[src/port_regs_pkg.sv]
// Register map of one port; only word-aligned byte offsets decode, all others are unmapped
package port_regs_pkg;

  ////////////////////////////////////////////////////////////////////////////
  // Bus widths
  ////////////////////////////////////////////////////////////////////////////

  parameter int data_width = 32;
  parameter int addr_width = 8;

  ////////////////////////////////////////////////////////////////////////////
  // Constants and register defaults
  ////////////////////////////////////////////////////////////////////////////

  // Low half of the ID word
  parameter logic [15:0] block_id = 16'hb10c;
  parameter logic [31:0] version_default = 32'h0001_0200;
  // Added to whatever the CPU last wrote into debug
  parameter logic [31:0] debug_default = 32'h0000_1000;

  // Depth of the response buffer, also the number of decode credits
  parameter int rsp_credits = 2;

  ////////////////////////////////////////////////////////////////////////////
  // Address map
  ////////////////////////////////////////////////////////////////////////////

  parameter logic [addr_width-1:0] addr_id           = 8'h00;
  parameter logic [addr_width-1:0] addr_version      = 8'h04;
  parameter logic [addr_width-1:0] addr_reset        = 8'h08;
  parameter logic [addr_width-1:0] addr_flip         = 8'h0c;
  parameter logic [addr_width-1:0] addr_debug        = 8'h10;
  parameter logic [addr_width-1:0] addr_interface_id = 8'h14;
  parameter logic [addr_width-1:0] addr_pkt_in       = 8'h18;
  parameter logic [addr_width-1:0] addr_pkt_out      = 8'h1c;
  parameter logic [addr_width-1:0] addr_mac_status   = 8'h20;
  parameter logic [addr_width-1:0] addr_pcs_status   = 8'h24;

  // Soft reset bits, both self-clearing
  parameter int rst_clear_counters_bit = 0;
  parameter int rst_registers_bit      = 4;

  typedef enum logic [0:0] {
    op_read  = 1'b0,
    op_write = 1'b1
  } reg_op_e;

  typedef enum logic [3:0] {
    sel_id           = 4'h0,
    sel_version      = 4'h1,
    sel_reset        = 4'h2,
    sel_flip         = 4'h3,
    sel_debug        = 4'h4,
    sel_interface_id = 4'h5,
    sel_pkt_in       = 4'h6,
    sel_pkt_out      = 4'h7,
    sel_mac_status   = 4'h8,
    sel_pcs_status   = 4'h9,
    sel_none         = 4'hf
  } reg_sel_e;

endpackage

[src/reg_cmd_if.sv]
// Decoded command bus; one-cycle valid pulse and no ready, since credits guarantee room
`timescale 1ns/10ps

interface reg_cmd_if;

  logic                                  valid;
  port_regs_pkg::reg_op_e                op;
  port_regs_pkg::reg_sel_e               sel;
  logic [port_regs_pkg::data_width-1:0]  wdata;

  // Decode side
  modport sender (
    output valid,
    output op,
    output sel,
    output wdata
  );

  // Execute side
  modport receiver (
    input valid,
    input op,
    input sel,
    input wdata
  );

endinterface

[src/reg_rsp_if.sv]
// Read result bus; one-cycle valid pulse per command, the receiver must always accept it
`timescale 1ns/10ps

interface reg_rsp_if;

  logic                                  valid;
  logic [port_regs_pkg::data_width-1:0]  rdata;
  logic                                  err;

  modport sender (
    output valid,
    output rdata,
    output err
  );

  modport receiver (
    input valid,
    input rdata,
    input err
  );

endinterface

[src/reg_decode.sv]
// Request stage; accepts only while credits remain and registers each request for one cycle
`timescale 1ns/10ps

module reg_decode (
  input  logic                                  core_clk,
  input  logic                                  rst_n,
  input  logic                                  cpu_req_valid,
  input  logic                                  cpu_req_op,
  input  logic [port_regs_pkg::addr_width-1:0]  cpu_req_addr,
  input  logic [port_regs_pkg::data_width-1:0]  cpu_req_wdata,
  output logic                                  cpu_req_ready,
  input  logic                                  credit_return,
  reg_cmd_if.sender                             cmd
);

  localparam int cw = $clog2(port_regs_pkg::rsp_credits + 1);

  logic [cw-1:0]            credits;
  logic                     accept;
  port_regs_pkg::reg_sel_e  sel_d;

  // Free slots in the response buffer
  assign cpu_req_ready = (credits != '0);
  assign accept        = cpu_req_valid & cpu_req_ready;

  always_ff @(posedge core_clk) begin
    if (!rst_n) begin
      credits <= cw'(port_regs_pkg::rsp_credits);
    end else begin
      case ({accept, credit_return})
        2'b10:   credits <= credits - 1'b1;
        2'b01:   credits <= credits + 1'b1;
        default: credits <= credits;
      endcase
    end
  end

  ////////////////////////////////////////////////////////////////////////////
  // Address decode
  ////////////////////////////////////////////////////////////////////////////

  always_comb begin
    case (cpu_req_addr)
      port_regs_pkg::addr_id:           sel_d = port_regs_pkg::sel_id;
      port_regs_pkg::addr_version:      sel_d = port_regs_pkg::sel_version;
      port_regs_pkg::addr_reset:        sel_d = port_regs_pkg::sel_reset;
      port_regs_pkg::addr_flip:         sel_d = port_regs_pkg::sel_flip;
      port_regs_pkg::addr_debug:        sel_d = port_regs_pkg::sel_debug;
      port_regs_pkg::addr_interface_id: sel_d = port_regs_pkg::sel_interface_id;
      port_regs_pkg::addr_pkt_in:       sel_d = port_regs_pkg::sel_pkt_in;
      port_regs_pkg::addr_pkt_out:      sel_d = port_regs_pkg::sel_pkt_out;
      port_regs_pkg::addr_mac_status:   sel_d = port_regs_pkg::sel_mac_status;
      port_regs_pkg::addr_pcs_status:   sel_d = port_regs_pkg::sel_pcs_status;
      default:                          sel_d = port_regs_pkg::sel_none;
    endcase
  end

  // Command pulse for the execute stage
  always_ff @(posedge core_clk) begin
    if (!rst_n) begin
      cmd.valid <= 1'b0;
    end else begin
      cmd.valid <= accept;
    end
  end

  always_ff @(posedge core_clk) begin
    if (accept) begin
      cmd.op    <= port_regs_pkg::reg_op_e'(cpu_req_op);
      cmd.sel   <= sel_d;
      cmd.wdata <= cpu_req_wdata;
    end
  end

  // Credits stay within the buffer depth
  a_credit_range: assert property (@(posedge core_clk) disable iff (!rst_n)
    credits <= cw'(port_regs_pkg::rsp_credits));

  // A credit only comes back while a response is outstanding
  a_credit_return: assert property (@(posedge core_clk) disable iff (!rst_n)
    credit_return |-> credits != cw'(port_regs_pkg::rsp_credits));

endmodule

[src/reg_execute.sv]
// Register file and packet counters; cnt_width from 4 to 32, counter reads are destructive
`timescale 1ns/10ps

module reg_execute #(
  parameter int cnt_width = 32
) (
  input  logic        core_clk,
  input  logic        rst_n,
  input  logic [7:0]  interface_number,
  input  logic [1:0]  mac_status,
  input  logic [7:0]  pcs_status,
  input  logic        rx_valid,
  input  logic        rx_ready,
  input  logic        rx_last,
  input  logic        tx_valid,
  input  logic        tx_ready,
  input  logic        tx_last,
  reg_cmd_if.receiver cmd,
  reg_rsp_if.sender   rsp
);

  localparam int dw = port_regs_pkg::data_width;
  localparam int fw = cnt_width - 1;

  logic [dw-1:0]        flip_q;
  logic [dw-1:0]        debug_q;
  logic [cnt_width-1:0] pkt_in;
  logic [cnt_width-1:0] pkt_out;
  logic [1:0]           mac_q;
  logic [7:0]           pcs_q;
  logic [dw-1:0]        rd_data;

  logic wr_en;
  logic rd_en;
  logic rx_hit;
  logic tx_hit;
  logic clear_counters;
  logic reset_registers;
  logic clr_pkt_in;
  logic clr_pkt_out;

  // Top bit is a sticky overflow, the field below it counts and wraps
  function automatic logic [cnt_width-1:0] cnt_next(
    input logic [cnt_width-1:0] cnt,
    input logic                 hit,
    input logic                 clr
  );
    logic [fw-1:0] field;
    logic          ovf;
    field = cnt[fw-1:0] + fw'(hit);
    ovf   = cnt[cnt_width-1] | (hit & (&cnt[fw-1:0]));
    if (clr) begin
      return '0;
    end
    return {ovf, field};
  endfunction

  assign wr_en  = cmd.valid && (cmd.op == port_regs_pkg::op_write);
  assign rd_en  = cmd.valid && (cmd.op == port_regs_pkg::op_read);
  assign rx_hit = rx_valid & rx_ready & rx_last;
  assign tx_hit = tx_valid & tx_ready & tx_last;

  ////////////////////////////////////////////////////////////////////////////
  // Soft reset and clears
  ////////////////////////////////////////////////////////////////////////////

  assign reset_registers = wr_en && (cmd.sel == port_regs_pkg::sel_reset) &&
                           cmd.wdata[port_regs_pkg::rst_registers_bit];
  assign clear_counters  = reset_registers ||
                           (wr_en && (cmd.sel == port_regs_pkg::sel_reset) &&
                            cmd.wdata[port_regs_pkg::rst_clear_counters_bit]);

  // Clear-on-read beats a packet on the same edge
  assign clr_pkt_in  = clear_counters || (rd_en && (cmd.sel == port_regs_pkg::sel_pkt_in));
  assign clr_pkt_out = clear_counters || (rd_en && (cmd.sel == port_regs_pkg::sel_pkt_out));

  always_ff @(posedge core_clk) begin
    if (!rst_n || reset_registers) begin
      flip_q  <= '0;
      debug_q <= '0;
    end else if (wr_en) begin
      if (cmd.sel == port_regs_pkg::sel_flip) begin
        flip_q <= cmd.wdata;
      end
      if (cmd.sel == port_regs_pkg::sel_debug) begin
        debug_q <= cmd.wdata;
      end
    end
  end

  always_ff @(posedge core_clk) begin
    if (!rst_n) begin
      pkt_in  <= '0;
      pkt_out <= '0;
    end else begin
      pkt_in  <= cnt_next(pkt_in, rx_hit, clr_pkt_in);
      pkt_out <= cnt_next(pkt_out, tx_hit, clr_pkt_out);
    end
  end

  // Status snapshot, refreshed every cycle
  always_ff @(posedge core_clk) begin
    mac_q <= mac_status;
    pcs_q <= pcs_status;
  end

  ////////////////////////////////////////////////////////////////////////////
  // Read mux and response
  ////////////////////////////////////////////////////////////////////////////

  always_comb begin
    case (cmd.sel)
      port_regs_pkg::sel_id:           rd_data = {8'h00, interface_number,
                                                  port_regs_pkg::block_id};
      port_regs_pkg::sel_version:      rd_data = port_regs_pkg::version_default;
      port_regs_pkg::sel_flip:         rd_data = ~flip_q;
      port_regs_pkg::sel_debug:        rd_data = port_regs_pkg::debug_default + debug_q;
      port_regs_pkg::sel_interface_id: rd_data = dw'(interface_number);
      port_regs_pkg::sel_pkt_in:       rd_data = dw'(pkt_in);
      port_regs_pkg::sel_pkt_out:      rd_data = dw'(pkt_out);
      port_regs_pkg::sel_mac_status:   rd_data = dw'(mac_q);
      port_regs_pkg::sel_pcs_status:   rd_data = dw'(pcs_q);
      // Reset register and unmapped reads return zero
      default:                         rd_data = '0;
    endcase
  end

  always_ff @(posedge core_clk) begin
    if (!rst_n) begin
      rsp.valid <= 1'b0;
    end else begin
      rsp.valid <= cmd.valid;
    end
  end

  always_ff @(posedge core_clk) begin
    rsp.rdata <= (cmd.op == port_regs_pkg::op_write) ? '0 : rd_data;
    rsp.err   <= (cmd.sel == port_regs_pkg::sel_none);
  end

  // Overflow bit holds until a read or a soft reset clears the counter
  a_pkt_in_ovf_sticky: assert property (@(posedge core_clk) disable iff (!rst_n)
    (pkt_in[cnt_width-1] && !clr_pkt_in) |=> pkt_in[cnt_width-1]);

endmodule

[src/reg_result.sv]
// Response FIFO toward the CPU; depth equals the credit count, so it never overflows
`timescale 1ns/10ps

module reg_result (
  input  logic                                  core_clk,
  input  logic                                  rst_n,
  reg_rsp_if.receiver                           rsp,
  output logic                                  cpu_rsp_valid,
  output logic [port_regs_pkg::data_width-1:0]  cpu_rsp_data,
  output logic                                  cpu_rsp_err,
  input  logic                                  cpu_rsp_ready,
  output logic                                  credit_return
);

  localparam int depth = port_regs_pkg::rsp_credits;
  localparam int pw    = (depth > 1) ? $clog2(depth) : 1;
  localparam int cw    = $clog2(depth + 1);

  logic [port_regs_pkg::data_width-1:0] data_mem [depth];
  logic                                 err_mem  [depth];

  logic [pw-1:0] wr_ptr;
  logic [pw-1:0] rd_ptr;
  logic [cw-1:0] count;
  logic          push;
  logic          pop;
  logic          full;

  assign push = rsp.valid;
  assign pop  = cpu_rsp_valid & cpu_rsp_ready;
  assign full = (count == cw'(depth));

  // Oldest entry is always on the CPU port
  assign cpu_rsp_valid = (count != '0);
  assign cpu_rsp_data  = data_mem[rd_ptr];
  assign cpu_rsp_err   = err_mem[rd_ptr];

  // Each response that leaves frees one decode credit
  assign credit_return = pop;

  always_ff @(posedge core_clk) begin
    if (push) begin
      data_mem[wr_ptr] <= rsp.rdata;
      err_mem[wr_ptr]  <= rsp.err;
    end
  end

  always_ff @(posedge core_clk) begin
    if (!rst_n) begin
      wr_ptr <= '0;
      rd_ptr <= '0;
      count  <= '0;
    end else begin
      if (push) begin
        wr_ptr <= (wr_ptr == pw'(depth - 1)) ? '0 : wr_ptr + 1'b1;
      end
      if (pop) begin
        rd_ptr <= (rd_ptr == pw'(depth - 1)) ? '0 : rd_ptr + 1'b1;
      end
      case ({push, pop})
        2'b10:   count <= count + 1'b1;
        2'b01:   count <= count - 1'b1;
        default: count <= count;
      endcase
    end
  end

  // Decode credits must keep results from arriving at a full buffer
  a_no_push_full: assert property (@(posedge core_clk) disable iff (!rst_n)
    !(push && full));

  // Held response stays put until the CPU takes it
  a_rsp_stable: assert property (@(posedge core_clk) disable iff (!rst_n)
    (cpu_rsp_valid && !cpu_rsp_ready) |=>
      (cpu_rsp_valid && $stable(cpu_rsp_data) && $stable(cpu_rsp_err)));

endmodule

[src/port_regs_top.sv]
// Port register block top; single clock, interface_number must be static while in use
`timescale 1ns/10ps

module port_regs_top #(
  parameter int cnt_width = 32
) (
  input  logic                                  core_clk,
  input  logic                                  rst_n,
  input  logic [7:0]                            interface_number,
  input  logic [1:0]                            mac_status,
  input  logic [7:0]                            pcs_status,
  // Stream handshake taps
  input  logic                                  rx_valid,
  input  logic                                  rx_ready,
  input  logic                                  rx_last,
  input  logic                                  tx_valid,
  input  logic                                  tx_ready,
  input  logic                                  tx_last,
  // CPU request
  input  logic                                  cpu_req_valid,
  input  logic                                  cpu_req_op,
  input  logic [port_regs_pkg::addr_width-1:0]  cpu_req_addr,
  input  logic [port_regs_pkg::data_width-1:0]  cpu_req_wdata,
  output logic                                  cpu_req_ready,
  // CPU response
  output logic                                  cpu_rsp_valid,
  output logic [port_regs_pkg::data_width-1:0]  cpu_rsp_data,
  output logic                                  cpu_rsp_err,
  input  logic                                  cpu_rsp_ready
);

  logic credit_return;

  reg_cmd_if cmd_bus ();
  reg_rsp_if rsp_bus ();

  reg_decode u_decode (
    .core_clk      (core_clk),
    .rst_n         (rst_n),
    .cpu_req_valid (cpu_req_valid),
    .cpu_req_op    (cpu_req_op),
    .cpu_req_addr  (cpu_req_addr),
    .cpu_req_wdata (cpu_req_wdata),
    .cpu_req_ready (cpu_req_ready),
    .credit_return (credit_return),
    .cmd           (cmd_bus.sender)
  );

  reg_execute #(
    .cnt_width (cnt_width)
  ) u_execute (
    .core_clk         (core_clk),
    .rst_n            (rst_n),
    .interface_number (interface_number),
    .mac_status       (mac_status),
    .pcs_status       (pcs_status),
    .rx_valid         (rx_valid),
    .rx_ready         (rx_ready),
    .rx_last          (rx_last),
    .tx_valid         (tx_valid),
    .tx_ready         (tx_ready),
    .tx_last          (tx_last),
    .cmd              (cmd_bus.receiver),
    .rsp              (rsp_bus.sender)
  );

  // Returns one credit to decode per delivered response
  reg_result u_result (
    .core_clk      (core_clk),
    .rst_n         (rst_n),
    .rsp           (rsp_bus.receiver),
    .cpu_rsp_valid (cpu_rsp_valid),
    .cpu_rsp_data  (cpu_rsp_data),
    .cpu_rsp_err   (cpu_rsp_err),
    .cpu_rsp_ready (cpu_rsp_ready),
    .credit_return (credit_return)
  );

endmodule

[config.mk]
export PLATFORM = sky130hd
export DESIGN_NAME = port_regs_top
export DESIGN_NICKNAME = d
export VERILOG_FILES = /design/src/port_regs_pkg.sv /design/src/reg_cmd_if.sv /design/src/reg_rsp_if.sv /design/src/reg_decode.sv /design/src/reg_execute.sv /design/src/reg_result.sv /design/src/port_regs_top.sv
export SDC_FILE = /design/constraint.sdc
export NUM_CORES = 1
export LEC_CHECK = 0
export CORE_MARGIN = 10
export CORE_UTILIZATION = 40
export CTS_CLUSTER_SIZE = 20
export DETAILED_ROUTE_END_ITERATION = 8
export DONT_BUFFER_PORTS = 1
export PLACE_DENSITY = 0.66
export SYNTH_ARGS = -nofsm -noshare
export SYNTH_HDL_FRONTEND = slang
export SYNTH_SLANG_ARGS = --single-unit
[constraint.sdc]
create_clock -name core_clk -period 3.5 [get_ports core_clk]
set_input_delay 0.175 -clock core_clk [delete_from_list [all_inputs] [get_ports core_clk]]
set_output_delay 0.175 -clock core_clk [all_outputs]
set_load 0.02 [all_outputs]
Word-level counts from Yosys, hierarchy flattened
Memories as Yosys holds them, arrays and structs flattened. A register that Yosys moved wholly into a read port is not among the register bits.
Index checks and enable logic that the tools add are counted.
{"block": "word_totals", "regBits": 216, "mem_bits_rw": 66, "inputBits": 69, "memories": 2}
{"block": "classes", "addsub": 9, "n_eq_ne": 23, "n_mux": 20, "bitwise": 12, "n_reduce_logical": 22}
{"memory": "u_result.data_mem", "depth": 2, "word_bits": 32, "read_ports": 1, "rd_clocked_by_memory_dff": 1, "wr": 1, "line": "reg_result.sv:19", "text": "logic [port_regs_pkg::data_width-1:0] data_mem [depth];"}
{"memory": "u_result.err_mem", "depth": 2, "word_bits": 1, "read_ports": 1, "rd_clocked_by_memory_dff": 1, "wr": 1, "line": "reg_result.sv:20", "text": "logic err_mem [depth];"}
{"operator": "32-bit one-hot mux with 9 select lines", "n": 1}
{"operator": "32-bit 2-to-1 mux", "n": 4}
{"operator": "31-bit by 1-bit adder with 31-bit output", "n": 2}
{"operator": "31-bit AND reduction", "n": 2}
{"operator": "4-bit one-hot mux with 10 select lines", "n": 1}
{"operator": "13-bit by 32-bit adder with 32-bit output, first input constant", "n": 1}
{"operator": "8-bit by 5-bit equality test with 1-bit output, second input constant", "n": 4}
{"operator": "32-bit NOT", "n": 1}
{"operator": "4-bit by 3-bit equality test with 1-bit output, second input constant", "n": 4}
{"operator": "8-bit by 4-bit equality test with 1-bit output, second input constant", "n": 2}
{"operator": "8-bit by 6-bit equality test with 1-bit output, second input constant", "n": 2}
{"operator": "4-bit equality test, second input constant", "n": 3}
{"operator": "1-bit 2-to-1 mux", "n": 12}
{"operator": "1-bit AND", "n": 8}
{"operator": "4-bit by 2-bit equality test with 1-bit output, second input constant", "n": 2}
{"operator": "8-bit by 3-bit equality test with 1-bit output, second input constant", "n": 1}
{"operator": "8-bit logical NOT", "n": 1}
{"operator": "2-bit one-hot mux with 2 select lines", "n": 2}
{"operator": "2-bit nonzero test", "n": 4}
{"operator": "1-bit logical AND", "n": 7}
{"operator": "2-bit by 1-bit adder with 2-bit output, second input constant", "n": 2}
{"operator": "2-bit by 1-bit equality test with 1-bit output, second input constant", "n": 2}
{"operator": "2-bit equality test, second input constant", "n": 2}
{"operator": "4-bit by 1-bit equality test with 1-bit output, second input constant", "n": 1}
{"operator": "8 further kinds", "n": 15}

Longest topological paths before layout
Gate-level depths: netlist of the first run.
{"block": "logic_depth", "ltp_word": 8, "depth_mapped": 8, "ltp_nobuf": 7}

By module
Synthesis of the first run repeated with hierarchy kept, for this count alone.
{"block": "hier_totals", "hier_cells": 1132, "area_unflattened_um2": 11661.2}
{"module": "reg_execute", "n_inst": 1, "cells_per_inst": 948, "area_per_inst_um2": 7777.5, "seq_area_each_um2": 3443.3}
{"module": "reg_result", "n_inst": 1, "cells_per_inst": 125, "area_per_inst_um2": 2591.2, "seq_area_each_um2": 2082.0}
{"module": "reg_decode", "n_inst": 1, "cells_per_inst": 59, "area_per_inst_um2": 1292.5, "seq_area_each_um2": 1171.1}

Least setup slack after synthesis of the first run
No wires, ideal clock.
{"block": "synth_path", "path_type": "register to register", "from": "reg u_execute.rsp.valid", "to": "mem u_result.data_mem[0][0] (netlist name), enable pin", "setup_ps": 425, "t_arrival_ps": 1808, "path_slack_ps": 1267, "path_stages_with_launch": 3, "synth_period_minus_slack_ps": 2233, "path_cell_list": "dfxtp_1 inv_1 nor2_1"}
{"block": "synth_via", "elab_chain_len": 2}
{"item": "start, declared", "line": "reg_rsp_if.sv:11", "text": "output valid,"}
{"item": "1-bit 2-to-1 mux", "line": "reg_result.sv:42", "text": "if (push) begin"}
{"item": "1-bit 2-to-1 mux (implied by the code)", "line": "reg_result.sv:43", "text": "data_mem[wr_ptr] <= rsp.rdata;"}
{"item": "end, declared", "line": "reg_result.sv:19"}
Every way passes these cells.

Worst setup path in the final report of the first run
{"block": "layout_path", "from": "reg u_decode.cmd.sel[2]", "to": "reg u_execute.pkt_out[5]"}
{"block": "layout_via", "elab_chain_len": 8, "elab_cells_between_ends": 11}
{"item": "start, declared", "line": "reg_cmd_if.sv:15", "text": "output sel,"}
{"item": "start signal, assigned", "line": "reg_decode.sv:70", "text": "cmd.sel <= sel_d;"}
{"item": "4-bit by 2-bit equality test with 1-bit output", "line": "reg_execute.sv:67, reg_execute.sv:70"}
{"item": "1-bit logical AND", "line": "reg_execute.sv:67, reg_execute.sv:70"}
{"item": "1-bit logical AND, on equally long branches", "line": "reg_execute.sv:67, reg_execute.sv:70"}
{"item": "1-bit logical OR", "line": "reg_execute.sv:69", "text": "assign clear_counters = reset_registers ||"}
{"item": "1-bit logical OR (*)", "line": "reg_execute.sv:75", "text": "assign clr_pkt_out = clear_counters || (rd_en && (cmd.sel == port_regs_pkg::sel_pkt_out));"}
{"item": "1-bit 2-to-1 mux (*)", "line": "reg_execute.sv:52", "text": "if (clr) begin"}
{"item": "1-bit 2-to-1 mux (*)", "line": "reg_execute.sv:92", "text": "if (!rst_n) begin"}
{"item": "32-bit 2-to-1 mux (*)", "line": "reg_execute.sv:55", "text": "return {ovf, field};"}
{"item": "end signal, assigned", "line": "reg_execute.sv:97", "text": "pkt_out <= cnt_next(pkt_out, tx_hit, clr_pkt_out);"}
{"item": "end, declared", "line": "reg_execute.sv:28", "text": "logic [cnt_width-1:0] pkt_out;"}
Every way passes the cells marked *; elsewhere a longest branch is shown, timed or not. The select of a mux whose other input is x is not followed.
A chain may end at the register's enable or synchronous reset.

==> results of run 1 <==
## power breakdown
part	internal [W]	switching, W	leakage [nW]
Sequential	0.00356	0.0000803	2.42
Clock	0.00193	0.00128	0.498
Combinational	0.000202	0.000336	1.57
## worst max-delay path: stages, from the launching register on
cell and delay (ns):
edfxtp_1 0.55, nand4bb_1 0.43, o41a_1 0.57, nand2_1 0.52, buf_4 0.31, nor2_1 0.07
## worst paths after layout
check,startpoint,endpoint,slack (ns),cells past startpoint
max,u_decode.cmd.sel[2],u_execute.pkt_out[5],0.92,5
min,cpu_rsp_ready,register,0.04,3
max reg2reg,u_decode.cmd.sel[2],u_execute.pkt_out[5],0.92,5
min reg2reg,u_execute.rsp.rdata[15],u_result.data_mem[1][15],0.42,0
## metal layers
metal / vias to the layer above / track usage (%) / part of all wire (%)
met4: 0 / 5.92 / 3.2
met2: 287 / 26.6 / 44
met1: 4165 / 23.3 / 45
met5: - / 0 / 0
met3: 58 / 3.77 / 7.4
li1: 4247 / - / -
## cell usage after synthesis, types with 3 or more instances
cell type | count | share of area [%]
a21oi_1 | 127 | 5.4
xor2_1 | 17 | 1.3
buf_1 | 5 | 0.16
and4_1 | 12 | 0.89
mux2_2 | 34 | 3.3
o21ai_0 | 25 | 1.1
o22ai_1 | 9 | 0.48
or3_1 | 12 | 0.64
a22o_1 | 3 | 0.22
nand2_1 | 179 | 5.7
nand3b_1 | 5 | 0.32
a311o_1 | 3 | 0.26
a221oi_1 | 9 | 0.67
and3_1 | 18 | 0.96
or4b_1 | 3 | 0.26
o2bb2ai_1 | 14 | 1.0
and2_1 | 12 | 0.64
nand2b_1 | 4 | 0.21
ha_1 | 7 | 0.74
a222oi_1 | 4 | 0.34
nor3_1 | 13 | 0.55
dfxtp_1 | 180 | 31
and4b_1 | 3 | 0.26
buf_2 | 33 | 1.4
or4_1 | 21 | 1.3
inv_1 | 9 | 0.29
a22oi_1 | 3 | 0.19
nor2_1 | 55 | 1.8
or2_2 | 4 | 0.21
o21ba_2 | 3 | 0.26
clkbuf_1 | 31 | 0.99
o31ai_1 | 19 | 1.2
o21a_1 | 5 | 0.32
mux2i_1 | 14 | 1.2
nand3_1 | 33 | 1.4
xnor2_1 | 24 | 1.8
nor2b_1 | 10 | 0.53
nand4_1 | 26 | 1.4
nor4_1 | 11 | 0.58
o22a_1 | 3 | 0.22
a31oi_1 | 4 | 0.21
edfxtp_1 | 103 | 26
## area by class of cell
type,instances,area [um^2]
Tap cell,384,480
Multi-Input combinational cell,774,4720
Clock inverter,18,210
Inverter,9,33.8
Timing Repair Buffer,78,731
Clock buffer,36,802
Sequential cell,283,6700
Fill cell,2661,15200
## sequential cells by signal (all words and copies together) (netlist names), 4 cells and up, named ones only
signal and flops:
u_execute.flip_q 32, u_decode.cmd.sel 4, u_execute.pcs_q 8, u_execute.pkt_in 32
u_result.data_mem 64, u_execute.debug_q 32, u_decode.cmd.wdata 32, u_execute.pkt_out 32
u_execute.rsp.rdata 32
## placed cells by master (no fill, tap or decap), types with 7 or more instances in the layout
cell and count:
o31ai_1 19, edfxtp_1 103, xor2_1 17, and3_1 18, nor4_1 11, ha_1 7
mux2_2 34, buf_4 20, o21ai_0 25, or3_1 12, clkbuf_16 29, nor3_1 13
dlygate4sd3_1 58, o2bb2ai_1 14, a221oi_1 9, o22ai_1 9, inv_1 9, a21oi_1 127
and2_1 12, dfxtp_1 180, xnor2_1 24, mux2i_1 14, nor2_1 53, nand2_1 179
and4_1 12, nand3_1 33, nor2b_1 10, or4_1 21, nand4_1 26
## metrics by stage
stage	hold WS (ns)	worst slack, ns	utilization [%]	cells
floorplan	0.203	1.27	-	1139
global placement	0.203	0.995	41.9	1470
detailed placement	0.203	0.919	41.9	1470
CTS	0.0285	0.954	47.4	1582
global route	0.0395	0.717	47.4	1582
finish	0.0425	0.925	47.4	1582
## logic make-up after synthesis
logic type | after synthesis | synth area share [%]
and+or+nand+nor | 429 | 18.6
DFF | 283 | 56.9
AOI/OAI and AO/OA | 249 | 13.2
buffers and inverters | 82 | 3.10
muxes | 48 | 4.44
xor gates and xnor gates | 41 | 3.05
adders and majority gates | 7 | 0.744
==> qor.yml, run 1 <==
floorplan:
  io_pins: 104
  die_h_um: 192
  rows: 62
  dieWidth_um: 192
  initial_core_util_pct: 40.8
  die_area_um2: 36700
  core_um2: 28900
run:
  maxCapViolations: 0
timing:
  final.min_clock_period_ns: 2.58
  rsz0062_at_grt: "false"
  setup_tns_ns: 0
  drv_slew: 0
  setup_violations: 0
  max_freq_mhz: 388
  tightest_slew_ns: 1.13
  period_share_pct: 73.6
  clock-skew-final_ns: 0.0226
  hold_viol_final: 0
  slew_headroom_pct: 24.4
clock_tree:
  tritoncts: "done"
  cts-buffers-inserted: 29
  cts_setup_buffers: 0
  cts_resized: 0
  clock_path_buffers: 3
  clk_latency_ns: 0.55
  htree_levels: 1
  cts_root_buf: "clkbuf_16"
  cts.sinks: 283
  clk_pin_slew_ns: 0.06
  postCtsHoldBufs: 58
critical_path:
  crit_fanout: 17
  cp.arrival_ns: 3.00
  required_ns: 3.92
  cp-end-kind: "register"
  cp-start-kind: "register"
  crit_type: "register to register"
drt:
  drt_iter0_drc: 667
  wl_per_cell_um: 20.5
  ant_nets: 0
  drc: 0
  vias_per_cell: 5.54
  wirelength_um: 32500
  dr_total_vias: 8757
  firstDrtPassIters: 5
power_and_ir_drop:
  ir_drop_mv: 0.430
  power_w: 0.00738
  p_leak_nw: 4.49
  powerDensity_nw_per_um2: 540
cells_and_area:
  diodes: 0
  nets: 1251
  fin_area_um2: 13700
  drive_above_1_share_pct: 10.0
  syn_to_final_growth_pct: 16.2
yosys:
  synthArstFlopShare_pct: 0
  yosysUniqueCellTypes: 65
  synth_fp_nets: 1215
  synth_warnings: 0
  ys_seq_elements: 283
  syn_area_um2: 11800
  synth-edff-count: 103
  synth_flop_cell: "dfxtp_1"
  avgSynthCellArea_um2: 10.3
  syn-instance-count: 1139
  yosysSeqAreaShare_pct: 56.9
global_routing:
  grt_pass1_wl_um: 49300
  grt-ovfl-total: 0
  grt_pass1_vias: 8396
  grt_use_total_pct: 17.2
  antenna_found_initial: 0
  grt_max_degree: 65
place:
  post_dp_cell_area_um2: 12100
  place_hpwl_um: 23100
  gp_routability_congestion: 0.950
  portBuffers: 0
run_status:
  outcome: "finished clean"
worst_hold_path:
  min_path_type: "input pin to register"
Note: power is estimated with default switching activity, not from simulation.
==> run 2, diff against run 1 <==
--- a/config.mk
+++ b/config.mk
@@ -5,6 +5,7 @@
 export SDC_FILE = /design/constraint.sdc
 export NUM_CORES = 1
 export LEC_CHECK = 0
+export ABC_AREA = 1
 export CORE_MARGIN = 10
 export CORE_UTILIZATION = 40
 export CTS_CLUSTER_SIZE = 20
==> constraint.sdc (replaced) <==
create_clock -name core_clk -period 2.4 [get_ports core_clk]
set_input_delay 0.12 -clock core_clk [delete_from_list [all_inputs] [get_ports core_clk]]
set_output_delay 0.12 -clock core_clk [all_outputs]
set_load 0.02 [all_outputs]
==> qor.yml, run 2 <==
cells_and_area:
  diodes: 0
  multi_input_area_um2: 4610
  final_common_cell: "nand2_1"
  final_cell_count_no_fill: 1985
  regArea_um2: 6700
  largest_reg_flops: 64
  syn_to_final_growth_pct: 16.5
  fill_cells: 2914
  nets: 1641
  regMostFlops: "u_result.data_mem"
  final_cell_mix: "293 x nand2_1, 215 x inv_1, 202 x nor2_1"
  drive_above_1_share_pct: 9.31
clock_tree:
  cts_setup_buffers: 0
  tritoncts: "done"
  cts.sinks: 283
  clk_latency_ns: 0.56
  clk_pin_slew_ns: 0.06
  clock_path_buffers: 3
  htree_levels: 1
  cts_root_buf: "clkbuf_16"
  cts-buffers-inserted: 31
critical_path:
  r2r_end: "u_execute.rsp.rdata[2]"
  reg2reg_slack_ns: 0.40
  crit_fanout: 11
  r2r_start: "u_decode.cmd.sel[0]"
  reg2reg_depth: 8
  required_ns: 2.84
  cp.arrival_ns: 2.43
  cp-end-kind: "register"
  crit_type: "register to register"
  cp-start-kind: "register"
timing:
  slew_headroom_pct: 57.4
  tightest_slew_ns: 0.637
  final.min_clock_period_ns: 2.00
  setup_tns_ns: 0
  period_share_pct: 83.2
  hold_viol_final: 0
  clock-skew-final_ns: 0.00927
  max_freq_mhz: 501
  fin_ws_ns: 0.404
  rsz0062_at_grt: "false"
  setup_violations: 0
  drv_slew: 0
power_and_ir_drop:
  p_clk_share_pct: 44.3
  p_switching_w: 0.00239
  ir_drop_mv: 0.602
  power_frac_comb_pct: 5.4
  p_int_w: 0.00784
  switching_share_pct: 23.4
  p_leak_nw: 4.93
  powerDensity_nw_per_um2: 711
  seq_power_share_pct: 50.3
global_routing:
  gr-usage-met2_pct: 26.9
  use_met1_pct: 25.1
  grt_max_degree: 65
  grt_pass1_wl_um: 54600
  grt_busiest_layer: "met2"
  grt_use_total_pct: 18.0
  grt_use_met3_pct: 3.26
  antenna_found_initial: 1
  grt_pass1_vias: 9530
  grt-ovfl-total: 0
yosys:
  syn_area_um2: 12300
  synth_top_cell_by_area: "dfxtp_1"
  synth-edff-count: 103
  synth_warnings: 0
  avgSynthCellArea_um2: 8.28
  yosysTopAreaCellShare_pct: 29.2
  yosysMostFrequentCell: "nand2_1"
  syn-instance-count: 1492
  yosysUniqueCellTypes: 37
  synth_fp_nets: 1568
  synth_common_cells: "293 x nand2_1, 215 x inv_1, 203 x nor2_1, 180 x dfxtp_1, 105 x o21ai_0"
  yosysSeqAreaShare_pct: 54.2
  synthArstFlopShare_pct: 0
  ys_seq_elements: 283
  synth_area_leaders: "dfxtp_1 29%, edfxtp_1 25%, nand2_1 8.9%, inv_1 6.5%, nor2_1 6.2%"
  synth_flop_cell: "dfxtp_1"
place:
  dp_cells: 1867
  gp_routability_congestion: 0.984
  dpl_worst_slack_ns: 0.466
  place_hpwl_um: 26600
  portBuffers: 0
floorplan:
  rows: 64
  die_h_um: 196
  dieWidth_um: 196
  io_pins: 104
  core_um2: 30500
  initial_core_util_pct: 40.5
  die_area_um2: 38300
run_status:
  outcome: "finished clean"
drt:
  wl_per_cell_um: 18.0
  ant_nets: 0
  vias_per_cell: 5.11
  firstDrtPassIters: 5
  dr_total_vias: 10140
  drt_iter0_drc: 825
  drc: 0
  wirelength_um: 35800
run:
  maxCapViolations: 0
worst_hold_path:
  hold_depth: 5
  hold_end: "u_execute.pkt_in[31]"
  min_path_type: "input pin to register"
  min_from: "rx_valid"
## run 2: changes by cell type after synthesis, moves of 22 or more
cell / change
o21ai_0: +80
buf_2: -22
inv_1: +206
nand2_1: +114
xnor2_1: -24
o22ai_1: +23
nor2_1: +148
nand3_1: +35
nor2_2: +23
a21oi_1: -38
## run 2: power groups by stage
| stage | logic [W] | clock network [W] | registers, W |
|---|---|---|---|
| after detailed placement | 0.000476 | 0 | 0.00525 |
| after floorplan | 0.000368 | 0 | 0.00524 |
| after global placement | 0.000473 | 0 | 0.00525 |
| after global routing | 0.000604 | 0.00480 | 0.00516 |
| after CTS | 0.000558 | 0.00462 | 0.00515 |
| final | 0.000555 | 0.00453 | 0.00515 |
## run 2: timing repair
item                                   4_1_cts  5_1_grt
resized for setup                            0        0
hold buffers                                61        0
endpoints found under the hold margin       89        0
## run 2: per-stage QoR
step	hold WS, ns	utilization, %	instance area [um^2]	total power [W]
6_report	0.0159	47.2	14400	0.0102
5_1_grt	0.0325	47.2	14400	0.0106
4_1_cts	0.00246	47.2	14400	0.0103
3_5_place_dp	0.148	42.0	12800	0.00573
3_3_place_gp	0.148	42.0	12800	0.00572
2_1_floorplan	0.148	-	12300	0.00560
## run 2: metal layers
| metal | wire (um) | vias to the layer above |
|---|---|---|
| li1 | - | 5000 |
| met1 | 16300 | 4695 |
| met2 | 15300 | 374 |
| met3 | 2740 | 71 |
| met4 | 1440 | 0 |
| met5 | 0 | - |
## run 2: final cells by class
type	count	area share [%]
Clock inverter	21	1.10
Tap cell	396	3.44
Multi-Input combinational cell	947	32.0
Sequential cell	283	46.5
Timing Repair Buffer	85	5.58
Clock buffer	36	5.67
Inverter	217	5.66
## run 2: cell families after synthesis
kind of cell    count (synthesis)  synth area share [%]
fa+ha+maj                       7                 0.709
xor+xnor                        9                 0.638
simple gates                  653                  22.3
buf+inv                       262                  8.47
mux                            33                  3.01
compound gates                245                  10.6
flops                         283                  54.2
## run 2: critical path: stages, from the launching register on
cell	delay (ns)
edfxtp_1	0.43
inv_1	0.15
nand2_2	0.09
nor2_1	0.20
buf_4	0.26
nand2_1	0.16
nand2_1	0.19
a21oi_1	0.06
a21oi_1	0.31
## run 2: worst max path at each step
stage | slack, ns | start | cells after the start | endpoint
6_report | 0.40 | u_decode.cmd.sel[0] | 8 | u_execute.rsp.rdata[2]
5_1_grt | 0.17 | u_execute.pkt_out[0] | 9 | u_execute.pkt_out[28]
4_1_cts | 0.45 | u_execute.pkt_out[0] | 8 | u_execute.pkt_out[12]
3_5_place_dp | 0.47 | u_execute.pkt_out[0] | 8 | u_execute.pkt_out[12]
3_3_place_gp | 0.53 | u_execute.pkt_out[0] | 10 | u_execute.pkt_out[18]
2_1_floorplan | 0.19 | u_execute.rsp.valid | 2 | u_result.data_mem[0][0]
==> run 3, diff against run 2 <==
==> constraint.sdc (replaced) <==
create_clock -name core_clk -period 1.89 [get_ports core_clk]
set_input_delay 0.0945 -clock core_clk [delete_from_list [all_inputs] [get_ports core_clk]]
set_output_delay 0.0945 -clock core_clk [all_outputs]
set_load 0.02 [all_outputs]
==> qor.yml, run 3 (synthesized netlist as in run 2, its figures left out) <==
run_status:
  outcome: "finished clean"
cells_and_area:
  diodes: 0
  final_common_cell: "nand2_1"
  regArea_um2: 6700
  fin_area_um2: 15000
  syn_to_final_growth_pct: 21.2
  largest_reg_flops: 64
  nets: 1673
  fill_cells: 2838
  final_cell_mix: "292 x nand2_1, 214 x inv_1, 197 x nor2_1"
  regMostFlops: "u_result.data_mem"
  multi_input_area_um2: 4660
  drive_above_1_share_pct: 11.6
power_and_ir_drop:
  powerDensity_nw_per_um2: 934
  seq_power_share_pct: 46.8
  switching_share_pct: 22.1
  power_frac_comb_pct: 5.3
  p_clk_share_pct: 47.9
  p_switching_w: 0.00308
  p_int_w: 0.0109
  p_leak_nw: 5.24
  ir_drop_mv: 0.752
floorplan:
  core_um2: 30500
  dieWidth_um: 196
  io_pins: 104
  die_area_um2: 38300
  die_h_um: 196
  rows: 64
  initial_core_util_pct: 40.5
critical_path:
  required_ns: 1.80
  cp-start-kind: "register"
  r2r_end: "u_execute.rsp.rdata[6]"
  cp.arrival_ns: 1.68
  r2r_start: "u_decode.cmd.sel[1]"
  reg2reg_depth: 7
  cp-end-kind: "output pin"
  reg2reg_slack_ns: 0.12
  crit_fanout: 33
  crit_type: "register to output pin"
global_routing:
  grt_pass1_wl_um: 54800
  grt_max_degree: 61
  antenna_found_initial: 2
  grt_pass1_vias: 9669
  grt_use_total_pct: 18.0
  grt-ovfl-total: 0
worst_hold_path:
  hold_end: "u_execute.pkt_in[31]"
  hold_depth: 5
  min_from: "rx_ready"
  min_path_type: "input pin to register"
timing:
  slew_headroom_pct: 59.6
  holdWs_ns: 0.0109
  tightest_slew_ns: 0.603
  max_freq_mhz: 563
  clock-skew-final_ns: 0.0238
  hold_viol_final: 0
  drv_slew: 0
  fin_ws_ns: 0.113
  period_share_pct: 94.0
  setup_violations: 0
  final.min_clock_period_ns: 1.78
  rsz0062_at_grt: "false"
place:
  gp_routability_congestion: 1.02
  portBuffers: 0
  place_hpwl_um: 26500
  post_dp_cell_area_um2: 13100
  dpl_worst_slack_ns: -0.0209
drt:
  dr_total_vias: 10221
  vias_per_cell: 5.06
  firstDrtPassIters: 5
  wl_per_cell_um: 17.6
  wirelength_um: 35600
  wirelength_met1_um: 15800
  ant_nets: 0
  top_layer_used: "met4"
  met2_length_um: 15800
  drt_iter0_drc: 882
  route.met3.wl_um: 2830
  drc: 0
run:
  maxCapViolations: 0
clock_tree:
  clk_pin_slew_ns: 0.06
  cts.sinks: 283
  cts_root_buf: "clkbuf_16"
  tritoncts: "done"
  cts-buffers-inserted: 34
  clock_path_buffers: 3
  clk_latency_ns: 0.52
  htree_levels: 2
run 3: per-layer routing:
| metal | GRT usage (%) | vias up |
|---|---|---|
| met5 | 0 | - |
| met4 | 5.97 | 0 |
| met3 | 3.50 | 58 |
| met2 | 28.5 | 379 |
| met1 | 24.2 | 4725 |
| li1 | - | 5059 |
run 3: repair_timing:
| item | CTS | global route |
|---|---|---|
| endpoints found under the hold margin | 90 | 4 |
| endpoints found under the setup margin | 3 | 26 |
| setup buffers | 0 | 2 |
| gates resized for setup | 2 | 16 |
| pin swaps | 0 | 3 |
| hold buffers | 60 | 1 |
run 3: power by group through the flow:
stage,clock network [W],registers (W),logic [W]
after floorplan,0,0.00665,0.000468
after global placement,0,0.00667,0.000634
after detailed placement,0,0.00667,0.000639
after CTS,0.00684,0.00654,0.000740
after global routing,0.00709,0.00656,0.000805
final,0.00669,0.00654,0.000743
run 3: worst max path at each step:
stage,cells past startpoint,slack [ns],end,startpoint
floorplan,4,0.1,u_decode.cmd.op,u_decode.credits[0]
global placement,8,-0.02,u_execute.pkt_in[15],u_execute.pkt_in[0]
detailed placement,11,-0.02,u_execute.pkt_in[26],u_execute.pkt_in[0]
CTS,9,0.04,u_execute.pkt_out[24],u_execute.pkt_out[0]
global route,8,0.005,u_execute.debug_q[21],u_decode.cmd.sel[3]
finish,2,0.11,cpu_rsp_data[22],register
run 3: worst max-delay path, stage by stage, from the launching register on:
cell and delay (ns):
dfxtp_1 0.31, buf_4 0.37, mux2_2 0.47
run 3: final cells by class:
cell class              count  area share (%)
clock inverters            18            1.61
inverters                 217            5.44
well taps                 396            3.31
multi-input cells         947            31.1
flip-flops and latches    283            44.8
repair buffers            114            7.57
clock buffers              44            6.14
run 3: per-stage QoR:
| step | TNS, ns | power, W | cells | utilization, % |
|---|---|---|---|---|
| after detailed placement | -0.0384 | 0.00731 | 1894 | 43.0 |
| after CTS | 0 | 0.0141 | 2016 | 48.8 |
| after floorplan | 0 | 0.00712 | 1492 | - |
| final | 0 | 0.0140 | 2019 | 49.1 |
| after global routing | 0 | 0.0144 | 2019 | 49.1 |
| after global placement | -0.0411 | 0.00730 | 1894 | 43.0 |
